### src/logic/usb_rx_defines.svh
`ifndef USB_RX_DEFINES_SVH
`define USB_RX_DEFINES_SVH

// Clocks per full-speed bus bit
`define USB_RX_BIT_CLKS 8

// Phase count where a bit is sampled, near mid-bit
`define USB_RX_SAMPLE_PT 3

// Width of a received data byte
`define USB_RX_BYTE_W 8

// Ones in a row before the sender stuffs a zero
`define USB_RX_STUFF_RUN 6

// SYNC field after NRZI decoding, LSB first on the wire
`define USB_RX_SYNC 8'h80

`endif
### src/logic/usb_rx_pkg.sv
package usb_rx_pkg;

	// Decoded differential pair
	// J is idle for full speed, SE0 marks end of packet
	typedef enum logic [1:0] {
		LS_J,
		LS_K,
		LS_SE0,
		LS_SE1
	} line_state_t;

	// Receiver packet state
	typedef enum logic [1:0] {
		ST_IDLE,
		ST_SYNC,
		ST_DATA,
		ST_ERROR
	} rx_state_t;

endpackage

### src/logic/usb_rx_top.sv
`timescale 1ns/100ps
`include "usb_rx_defines.svh"

module usb_rx_top
(
	input  logic                      tb_clk,
	input  logic                      rst,
	input  logic                      d_plus,
	input  logic                      d_minus,
	output logic                      receiving,
	output logic [`USB_RX_BYTE_W-1:0] rx_data,
	output logic                      rx_valid,
	output logic                      rx_eop,
	output logic                      rx_error
);
	import usb_rx_pkg::*;

	// Pin front end to timer and control
	logic        d_edge;
	line_state_t line;
	// Timer strobes
	logic        bit_sample;
	logic        shift_enable;
	logic        byte_received;
	// Unpacker results
	logic        stuff_pending;
	logic [`USB_RX_BYTE_W-1:0] rx_byte;

	usb_rx_edge_detect u_edge (.tb_clk(tb_clk), .rst(rst), .d_plus(d_plus),
		.d_minus(d_minus), .d_edge(d_edge), .line(line));

	usb_rx_timer u_timer (.tb_clk(tb_clk), .rst(rst), .d_edge(d_edge),
		.receiving(receiving), .stuff_pending(stuff_pending), .bit_sample(bit_sample),
		.shift_enable(shift_enable), .byte_received(byte_received));

	usb_rx_unpack u_unpack (.tb_clk(tb_clk), .rst(rst), .receiving(receiving),
		.line(line), .bit_sample(bit_sample), .shift_enable(shift_enable),
		.stuff_pending(stuff_pending), .rx_byte(rx_byte));

	usb_rx_ctrl u_ctrl (.tb_clk(tb_clk), .rst(rst), .d_edge(d_edge), .line(line),
		.byte_received(byte_received), .rx_byte(rx_byte), .receiving(receiving),
		.rx_data(rx_data), .rx_valid(rx_valid), .rx_eop(rx_eop), .rx_error(rx_error));

endmodule

### src/logic/usb_rx_ctrl.sv
`timescale 1ns/100ps
`include "usb_rx_defines.svh"

module usb_rx_ctrl
(
	input  logic                      tb_clk,
	input  logic                      rst,
	input  logic                      d_edge,
	input  usb_rx_pkg::line_state_t   line,
	input  logic                      byte_received,
	input  logic [`USB_RX_BYTE_W-1:0] rx_byte,
	output logic                      receiving,
	output logic [`USB_RX_BYTE_W-1:0] rx_data,
	output logic                      rx_valid,
	output logic                      rx_eop,
	output logic                      rx_error
);
	import usb_rx_pkg::*;

	rx_state_t state;
	rx_state_t next_state;

	// Pulse requests, registered below
	logic valid_set;
	logic eop_set;
	logic error_set;

	// Timer and unpacker run only while a packet is open
	assign receiving = (state == ST_SYNC) || (state == ST_DATA);

	always_comb
	begin
		next_state = state;
		valid_set  = 1'b0;
		eop_set    = 1'b0;
		error_set  = 1'b0;
		case (state)
			ST_IDLE:
			begin
				// J to K transition opens SYNC
				if (d_edge && (line == LS_K))
					next_state = ST_SYNC;
			end
			ST_SYNC:
			begin
				// First full byte must be the SYNC pattern
				if (byte_received)
				begin
					if (rx_byte == `USB_RX_SYNC)
						next_state = ST_DATA;
					else
					begin
						error_set  = 1'b1;
						next_state = ST_ERROR;
					end
				end
			end
			ST_DATA:
			begin
				// SE0 wins, a partial byte is dropped
				if (line == LS_SE0)
				begin
					eop_set    = 1'b1;
					next_state = ST_IDLE;
				end
				else if (byte_received)
					valid_set = 1'b1;
			end
			default:
			begin
				// Wait out the bad packet until the bus is J
				if (line == LS_J)
					next_state = ST_IDLE;
			end
		endcase
	end

	always_ff @(posedge tb_clk)
	begin
		if (rst)
		begin
			state    <= ST_IDLE;
			rx_valid <= 1'b0;
			rx_eop   <= 1'b0;
			rx_error <= 1'b0;
		end
		else
		begin
			state    <= next_state;
			rx_valid <= valid_set;
			rx_eop   <= eop_set;
			rx_error <= error_set;
		end
	end

	// Byte held until the next delivery
	always_ff @(posedge tb_clk)
	begin
		if (valid_set)
			rx_data <= rx_byte;
	end

endmodule

### src/logic/usb_rx_unpack.sv
`timescale 1ns/100ps
`include "usb_rx_defines.svh"

module usb_rx_unpack
(
	input  logic                      tb_clk,
	input  logic                      rst,
	input  logic                      receiving,
	input  usb_rx_pkg::line_state_t   line,
	input  logic                      bit_sample,
	input  logic                      shift_enable,
	output logic                      stuff_pending,
	output logic [`USB_RX_BYTE_W-1:0] rx_byte
);
	import usb_rx_pkg::*;

	// Run counter must hold the full stuffing length
	localparam int RUN_W = $clog2(`USB_RX_STUFF_RUN + 1);
	localparam logic [RUN_W-1:0] RUN_LIMIT = RUN_W'(`USB_RX_STUFF_RUN);

	// Level seen at the previous sample
	line_state_t      prev_level;
	logic [RUN_W-1:0] ones_cnt;
	logic             data_bit;

	// NRZI: no change is a one, a change is a zero
	assign data_bit = (line == prev_level);

	// Next sampled bit is a stuffed zero
	assign stuff_pending = (ones_cnt == RUN_LIMIT);

	always_ff @(posedge tb_clk)
	begin
		if (rst)
		begin
			prev_level <= LS_J;
			ones_cnt   <= '0;
		end
		else if (!receiving)
		begin
			// Packet always starts from idle J
			prev_level <= LS_J;
			ones_cnt   <= '0;
		end
		else if (bit_sample)
		begin
			prev_level <= line;
			// Stuffed slot or a zero ends the run
			if (stuff_pending || !data_bit)
				ones_cnt <= '0;
			else
				ones_cnt <= ones_cnt + 1'b1;
		end
	end

	// Shift in at the top so the first bit lands in bit 0
	always_ff @(posedge tb_clk)
	begin
		if (shift_enable)
			rx_byte <= {data_bit, rx_byte[`USB_RX_BYTE_W-1:1]};
	end

endmodule

### src/logic/usb_rx_timer.sv
`timescale 1ns/100ps
`include "usb_rx_defines.svh"

module usb_rx_timer
(
	input  logic tb_clk,
	input  logic rst,
	input  logic d_edge,
	input  logic receiving,
	input  logic stuff_pending,
	output logic bit_sample,
	output logic shift_enable,
	output logic byte_received
);

	// Phase counter covers one bus bit
	localparam int PHASE_W = $clog2(`USB_RX_BIT_CLKS);
	// Data bit counter covers one byte
	localparam int BITS_W  = $clog2(`USB_RX_BYTE_W);

	localparam logic [PHASE_W-1:0] PHASE_LAST   = PHASE_W'(`USB_RX_BIT_CLKS - 1);
	localparam logic [PHASE_W-1:0] PHASE_SAMPLE = PHASE_W'(`USB_RX_SAMPLE_PT);
	localparam logic [BITS_W-1:0]  BIT_LAST     = BITS_W'(`USB_RX_BYTE_W - 1);

	logic [PHASE_W-1:0] phase;
	logic [BITS_W-1:0]  bit_cnt;

	// Restart on every transition so the sample point tracks the sender
	always_ff @(posedge tb_clk)
	begin
		if (rst)
			phase <= '0;
		else if (!receiving || d_edge)
			phase <= '0;
		else if (phase == PHASE_LAST)
			phase <= '0;
		else
			phase <= phase + 1'b1;
	end

	// One sample per bit, mid-bit
	assign bit_sample   = receiving && (phase == PHASE_SAMPLE);
	// Stuffed bit is sampled but not shifted
	assign shift_enable = bit_sample && !stuff_pending;

	// Counts only shifted bits, stuffed ones do not advance it
	always_ff @(posedge tb_clk)
	begin
		if (rst)
		begin
			bit_cnt       <= '0;
			byte_received <= 1'b0;
		end
		else if (!receiving)
		begin
			bit_cnt       <= '0;
			byte_received <= 1'b0;
		end
		else
		begin
			if (shift_enable)
				bit_cnt <= bit_cnt + 1'b1;
			// One clock after the eighth shift
			byte_received <= shift_enable && (bit_cnt == BIT_LAST);
		end
	end

endmodule

### src/logic/usb_rx_edge_detect.sv
`timescale 1ns/100ps

module usb_rx_edge_detect
(
	input  logic                    tb_clk,
	input  logic                    rst,
	input  logic                    d_plus,
	input  logic                    d_minus,
	output logic                    d_edge,
	output usb_rx_pkg::line_state_t line
);
	import usb_rx_pkg::*;

	// Two flop synchronizer stages per pin
	logic dp_meta;
	logic dp_sync;
	logic dm_meta;
	logic dm_sync;
	// History of synchronized D+ for transition detect
	logic dp_prev;

	always_ff @(posedge tb_clk)
	begin
		if (rst)
		begin
			// Bus idles in J, D+ high and D- low
			dp_meta <= 1'b1;
			dp_sync <= 1'b1;
			dm_meta <= 1'b0;
			dm_sync <= 1'b0;
			dp_prev <= 1'b1;
			d_edge  <= 1'b0;
			line    <= LS_J;
		end
		else
		begin
			dp_meta <= d_plus;
			dp_sync <= dp_meta;
			dm_meta <= d_minus;
			dm_sync <= dm_meta;
			dp_prev <= dp_sync;
			// Any change of D+ counts as a transition
			d_edge  <= dp_sync ^ dp_prev;
			// Classify pair, registered alongside d_edge
			case ({dp_sync, dm_sync})
				2'b10:   line <= LS_J;
				2'b01:   line <= LS_K;
				2'b00:   line <= LS_SE0;
				default: line <= LS_SE1;
			endcase
		end
	end

endmodule

### config.mk
export PLATFORM = sky130hd
export DESIGN_NAME = usb_rx_top
export DESIGN_NICKNAME = d
export VERILOG_FILES = /design/src/logic/usb_rx_pkg.sv /design/src/logic/usb_rx_top.sv /design/src/logic/usb_rx_ctrl.sv /design/src/logic/usb_rx_unpack.sv /design/src/logic/usb_rx_timer.sv /design/src/logic/usb_rx_edge_detect.sv
export VERILOG_INCLUDE_DIRS = /design/src /design/src/logic
export SDC_FILE = /design/constraint.sdc
export NUM_CORES = 1
export LEC_CHECK = 0
export ABC_AREA = 1
export BUFFER_PORTS_ARGS = -buffer_cell sky130_fd_sc_hd__buf_2
export CAP_MARGIN = 20
export CELL_PAD_IN_SITES_DETAIL_PLACEMENT = 1
export CELL_PAD_IN_SITES_GLOBAL_PLACEMENT = 2
export CORE_ASPECT_RATIO = 1.75
export CORE_UTILIZATION = 35
export CTS_CLUSTER_DIAMETER = 30
export DETAILED_ROUTE_END_ITERATION = 6
export PLACE_DENSITY_LB_ADDON = 0.1
export RECOVER_POWER = 25
export SYNTH_ARGS = -nofsm -noshare
export SYNTH_HDL_FRONTEND = slang
export SYNTH_HIERARCHICAL = 1
export SYNTH_SLANG_ARGS = --single-unit
### constraint.sdc
create_clock -name tb_clk -period 1.7 [get_ports tb_clk]
set_input_delay 0.17 -clock tb_clk [delete_from_list [all_inputs] [get_ports tb_clk]]
set_output_delay 0.17 -clock tb_clk [all_outputs]
set_load 0.01 [all_outputs]
* Word-level counts from Yosys, hierarchy flattened *
Index checks and enable logic that the tools add are counted.
W data, S select, Z words.

word-level totals
  output and inout bits = 12
  flip-flop bits (word level) = 41
  input bits = 4
  word-level logic and storage cells = 73

cells by class
  eq/ne operators = 15
  muxes and demuxes = 13
  add/subtract/negate cells = 3
  bitwise gates (word level) = 5
  reduce and logical (&&, ||, !) cells = 19

operators with widths
  cell                   number
  $pmux W2 S3            2
  $add A3 B1 Y3 const B  3
  $eq A3 B3 Y1 const B   3
  $eq A8 B8 Y1 const B   1
  $mux W2                4
  $eq A2 B1 Y1 const B   3
  $eq A2 B2 Y1 const B   3
  $logic_not A2 Y1       3
  $mux W1                6
  $reduce_or A3 Y1       2
  $logic_and A1 B1 Y1    4
  $ne A2 B2 Y1 const B   2
  $not A1 Y1             4
  $reduce_and A4 Y1      1
  $reduce_bool A4 Y1     1
  $reduce_or A2 Y1       2
  $eq A3 B2 Y1 const B   1
  $logic_not A1 Y1       3
  $logic_or A1 B1 Y1     3
  $mux W3                1
  $eq A2 B2 Y1           1
  $ne A2 B1 Y1 const B   1
  $xor A1 B1 Y1          1

* Longest topological paths before layout *
  depth in word-level cells = 5
  depth in mapped cells = 9

* Cells and area by module *
The synthesis kept the hierarchy.

modules (own cells, without submodules)
  module              seq. area each (um^2)  area an instance (um^2)  times used  cells each
  usb_rx_ctrl         340.3                  586.8                    1           64
  usb_rx_unpack       340.3                  514.2                    1           48
  usb_rx_timer        140.1                  331.6                    1           42
  usb_rx_edge_detect  160.2                  254.0                    1           27

* Worst setup path after synthesis *
Ideal clock, no wire load.

  path type = flip-flop to flip-flop
  from = reg u_ctrl.state[0]
  to = reg u_unpack.rx_byte[0] (enable)
  setup time = 343 ps
  setup slack = 188 ps
  data required time = 1357 ps
  data arrival time = 1169 ps
  cell stages (with the launch flop) = 5
  period minus slack after synthesis = 1512 ps
  cells stage by stage = dfxtp_1 inv_1 ha_1 nand2_1 nor2_2

on the way
  cells in the longest elaborated chain, start to end = 4
  elaborated cells on any way between the ends = 5
  classes of those cells = 2 x eq/ne; 3 x reduce/logical

RTL lines
  what                                                 line                 text
  from (decl)                                          usb_rx_ctrl.sv:20    rx_state_t state;
  from (signal assigned)                               usb_rx_ctrl.sv:89    state <= next_state;
  $eq A2 B1 Y1 / $eq A2 B2 Y1 (equally long branches)  usb_rx_ctrl.sv:29    assign receiving = (state == ST_SYNC) || (state == ST_DATA);
  $logic_or A1 B1 Y1 *                                 usb_rx_ctrl.sv:29
  net receiving                                        usb_rx_top.sv:10     output logic receiving,
  $logic_and A1 B1 Y1 *                                usb_rx_timer.sv:42   assign bit_sample = receiving && (phase == PHASE_SAMPLE);
  $logic_and A1 B1 Y1 *                                usb_rx_timer.sv:44   assign shift_enable = bit_sample && !stuff_pending;
  net shift_enable                                     usb_rx_top.sv:23     logic shift_enable;
  to (signal assigned)                                 usb_rx_unpack.sv:60  rx_byte <= {data_bit, rx_byte[`USB_RX_BYTE_W-1:1]};
  to (decl)                                            usb_rx_unpack.sv:13  output logic [`USB_RX_BYTE_W-1:0] rx_byte

Mark *: on every way through the listed nets, which the timed path passes. The rest lies on a longest branch.
A chain may end at the register's enable or synchronous reset.

* Final worst setup path *
  from = reg u_ctrl.state[0]
  to = reg u_unpack.rx_byte[1] (enable)

on the way
  cells in the longest elaborated chain, start to end = 4
  elaborated cells on any way between the ends = 5
  classes of those cells = 2 x eq/ne; 3 x reduce/logical

RTL lines
  what                                                 line
  $eq A2 B1 Y1 / $eq A2 B2 Y1 (equally long branches)  usb_rx_ctrl.sv:29
  $logic_or A1 B1 Y1 *                                 usb_rx_ctrl.sv:29
  $logic_and A1 B1 Y1 *                                usb_rx_timer.sv:42
  $logic_and A1 B1 Y1 *                                usb_rx_timer.sv:44
  net shift_enable                                     usb_rx_top.sv:23

Marked as above.

==> flow_summary_export.csv <==
group,metric,value,unit
global_routing,grt_max_degree,14,
route,dr.pass1.iters,3,
route,post_drt_wl_per_cell,12.2,um
placed_design,hpwl,2470,um
synth,synth_cell_types,22,
finish,diodes,0,
setup_path,rr_startpoint,"u_ctrl/state[0]$_SDFFE_PP0P_",
synth,ys_ff_latch,41,
placed_design,post-place-ws,0.141,ns
route,dr_wl_met2,1870,um
timing,fin_crit_sh,0.896,
floorplanning,dieArea,5110,um^2
synth,synth.area.top_cells,"dfxtp_1, edfxtp_1, ha_1",
global_routing,grt_pass1_vias,1276,
synth,netlist_area,1690,um^2
setup_path,slowest_delay,0.38,ns
global_routing,grt_overflow_total,0,
power,power_density,1100,nW/um^2
placed_design,placed_cells,250,
finish,drive_above_1_share,0.160,
synth,seq_area_frac_synth,0.582,
setup_path,end_kind,"register",
placed_design,port_buffers,15,
worst_hold_path,hold_end,"u_edge/dp_meta$_SDFF_PP1_",
power,power.total,2.14,mW
setup_path,crit_path_cell_trace,"inv_1 > ha_1 > nand2_1 > nor2_2",
setup_path,worstSetupPathType,"register to register",
timing,fin_crit,1.52,ns
synth,synth_ff_type,"dfxtp_1",
timing,timing.slew.headroom,0.541,
route,antenna_left,0,
timing,worst_hold_slack,0.0699,ns
synth,synth_top_area_cell,"dfxtp_1",
timing,max_freq,657,MHz
route,wl_met1,1140,um
synth,yosys_warnings,6,
synth,synth_fp_nets,198,
power,irDropWorstVdd,612,uV
setup_path,r2r_setup_slack,0.18,ns
setup_path,reg2reg_to,"u_unpack/rx_byte[1]$_DFFE_PP_",
setup_path,reg2reg_depth,4,
setup_path,cpLargestDelayFamily,"simple AND/OR/NAND/NOR gates",
route,num_vias,1177,
floorplanning,core,4670,um^2
worst_hold_path,hp-start,"d_plus",
clock_network,worstSkewPairLatency,0.29,ns
clock_network,cts_tree,"yes",
clock_network,hold_buffers,0,
timing,fin_skew,0.00907,ns
timing,final_max_slew_viol_count,0,
synth,async_flop_share,0,
global_routing,grtUsageTotal,0.153,
floorplanning,io_pins,16,
floorplanning,fp.dieW,54.5,um
timing,setup_viol_count_final,0,
route,drt_iter0_drc,16,
global_routing,grt_pass1_wl,5470,um
route,highest_layer,"met4",
finish,layout_common_cells,"inv_1, nand2_1, nor2_1, dfxtp_1, edfxtp_1",
setup_path,critPathLaunchType,"register",
setup_path,required,1.64,ns
global_routing,antenna_found_initial,0,
floorplanning,num_rows,33,
placed_design,gp_congestion,0.705,
clock_network,clkTransAtPathRegs,0.08,ns
route,totalWireLength,3140,um
worst_hold_path,holdPathStages,2,
clock_network,cts.sinks,41,
setup_path,crit_arrival,1.47,ns
timing,rsz0062_at_grt,"false",
worst_hold_path,min_path_type,"primary input to register",
clock_network,cts_resized,0,
timing,setup_tns,0,ns
run,maxCapViolCount,0,
synth,syn-instance-count,181,
finish,utilization,0.417,
status,status,"finished, final reports clean",
clock_network,cts_root_buffer,"clkbuf_8",
finish,fin_area,1950,um^2
floorplanning,die_h,93.8,um
setup_path,critPathSlowestCell,"dfxtp_1",
synth,synth_edf_count,16,
clock_network,cts_made_buffers,5,
finish,fillers,577,
timing,worstMarginPinSlew,0.689,ns
placed_design,placed_area,1840,um^2
finish,nets,222,
synth,syn_avg_cell_area,9.32,um^2
clock_network,cts_buffer_depth,2,
floorplanning,initial_core_util,0.361,
clock_network,htreeDepth,2,
clock_network,postCtsSetupRepairBufs,0,
power,p_leak,0.886,nW
timing,fin_ws,0.177,ns
route,wl_met3,71,um
finish,stdcell_count,258,
route,remaining_drc_errors,0,
setup_path,critPathBufInv,1,
synth,synth.top_cell.area_share,0.297,
setup_path,worstPathMaxFanout,9,
route,vias_per_cell,4.56,
finish,area_delta_synth_final,15.4,%
timing,finalHoldViolCount,0,
[power by group]
| part | internal, mW | switching [mW] |
|---|---|---|
| combinational | 0.115 | 0.197 |
| sequential | 1.05 | 0.0209 |
| clock | 0.433 | 0.323 |
[kinds of logic after synthesis]
group	count (synthesis)	synth area share
DFF	41	0.582
adders and majority gates	13	0.0964
AOI/OAI and AO/OA	6	0.0200
buffers and inverters	37	0.0823
and+or+nand+nor	82	0.209
xor gates and xnor gates	2	0.0104
[routing by layer]
layer | up-vias | GRT usage
li1 | 596 | -
met1 | 559 | 0.136
met2 | 16 | 0.298
met3 | 6 | 0.0291
met4 | 0 | 0.0705
met5 | - | 0
[how the worst max path moves through the flow]
stage	start	slack (ns)	depth (start not counted)	endpoint
detailed placement	u_ctrl/state[0]$_SDFFE_PP0P_	0.14	4	u_unpack/rx_byte[5]$_DFFE_PP_
floorplan	u_ctrl/state[0]$_SDFFE_PP0P_	0.19	4	u_unpack/rx_byte[0]$_DFFE_PP_
global placement	u_ctrl/state[0]$_SDFFE_PP0P_	0.24	4	u_unpack/rx_byte[0]$_DFFE_PP_
finish	u_ctrl/state[0]$_SDFFE_PP0P_	0.18	4	u_unpack/rx_byte[1]$_DFFE_PP_
CTS	u_ctrl/state[0]$_SDFFE_PP0P_	0.15	4	u_unpack/rx_byte[1]$_DFFE_PP_
global route	u_ctrl/state[0]$_SDFFE_PP0P_	0.03	4	u_unpack/rx_byte[3]$_DFFE_PP_
[worst register-to-register path, stage by stage, from the launching register on]
cell     delay [ns]
dfxtp_1        0.38
inv_1          0.09
ha_1           0.30
nand2_1        0.08
nor2_2         0.34
[final cells by class]
| cell class | instances | area (um^2) | area share |
|---|---|---|---|
| Multi-Input combinational cell | 103 | 567 | 0.291 |
| Tap cell | 52 | 65.1 | 0.0334 |
| Sequential cell | 41 | 981 | 0.504 |
| Clock inverter | 2 | 33.8 | 0.0174 |
| Timing Repair Buffer | 17 | 88.8 | 0.0456 |
| Inverter | 37 | 139 | 0.0713 |
| Clock buffer | 6 | 72.6 | 0.0373 |
[flip-flops by register name, indices dropped and copies added (netlist names), 2 cells and up]
name and flops:
u_ctrl/rx_data 8, u_unpack/rx_byte 8, u_timer/bit_cnt 3, u_timer/phase 3, u_unpack/ones_cnt 3, u_ctrl/state 2, u_edge/line 2, u_unpack/prev_level 2
[synth_stat cells, drive strengths merged, types with 2 or more instances]
library cell	count
ha	13
nand3	5
or2	2
nor3	3
edfxtp	16
o21ai	3
nor2	33
a21oi	3
dfxtp	25
inv	37
nand2	37
(Power assumes the default switching activity.)
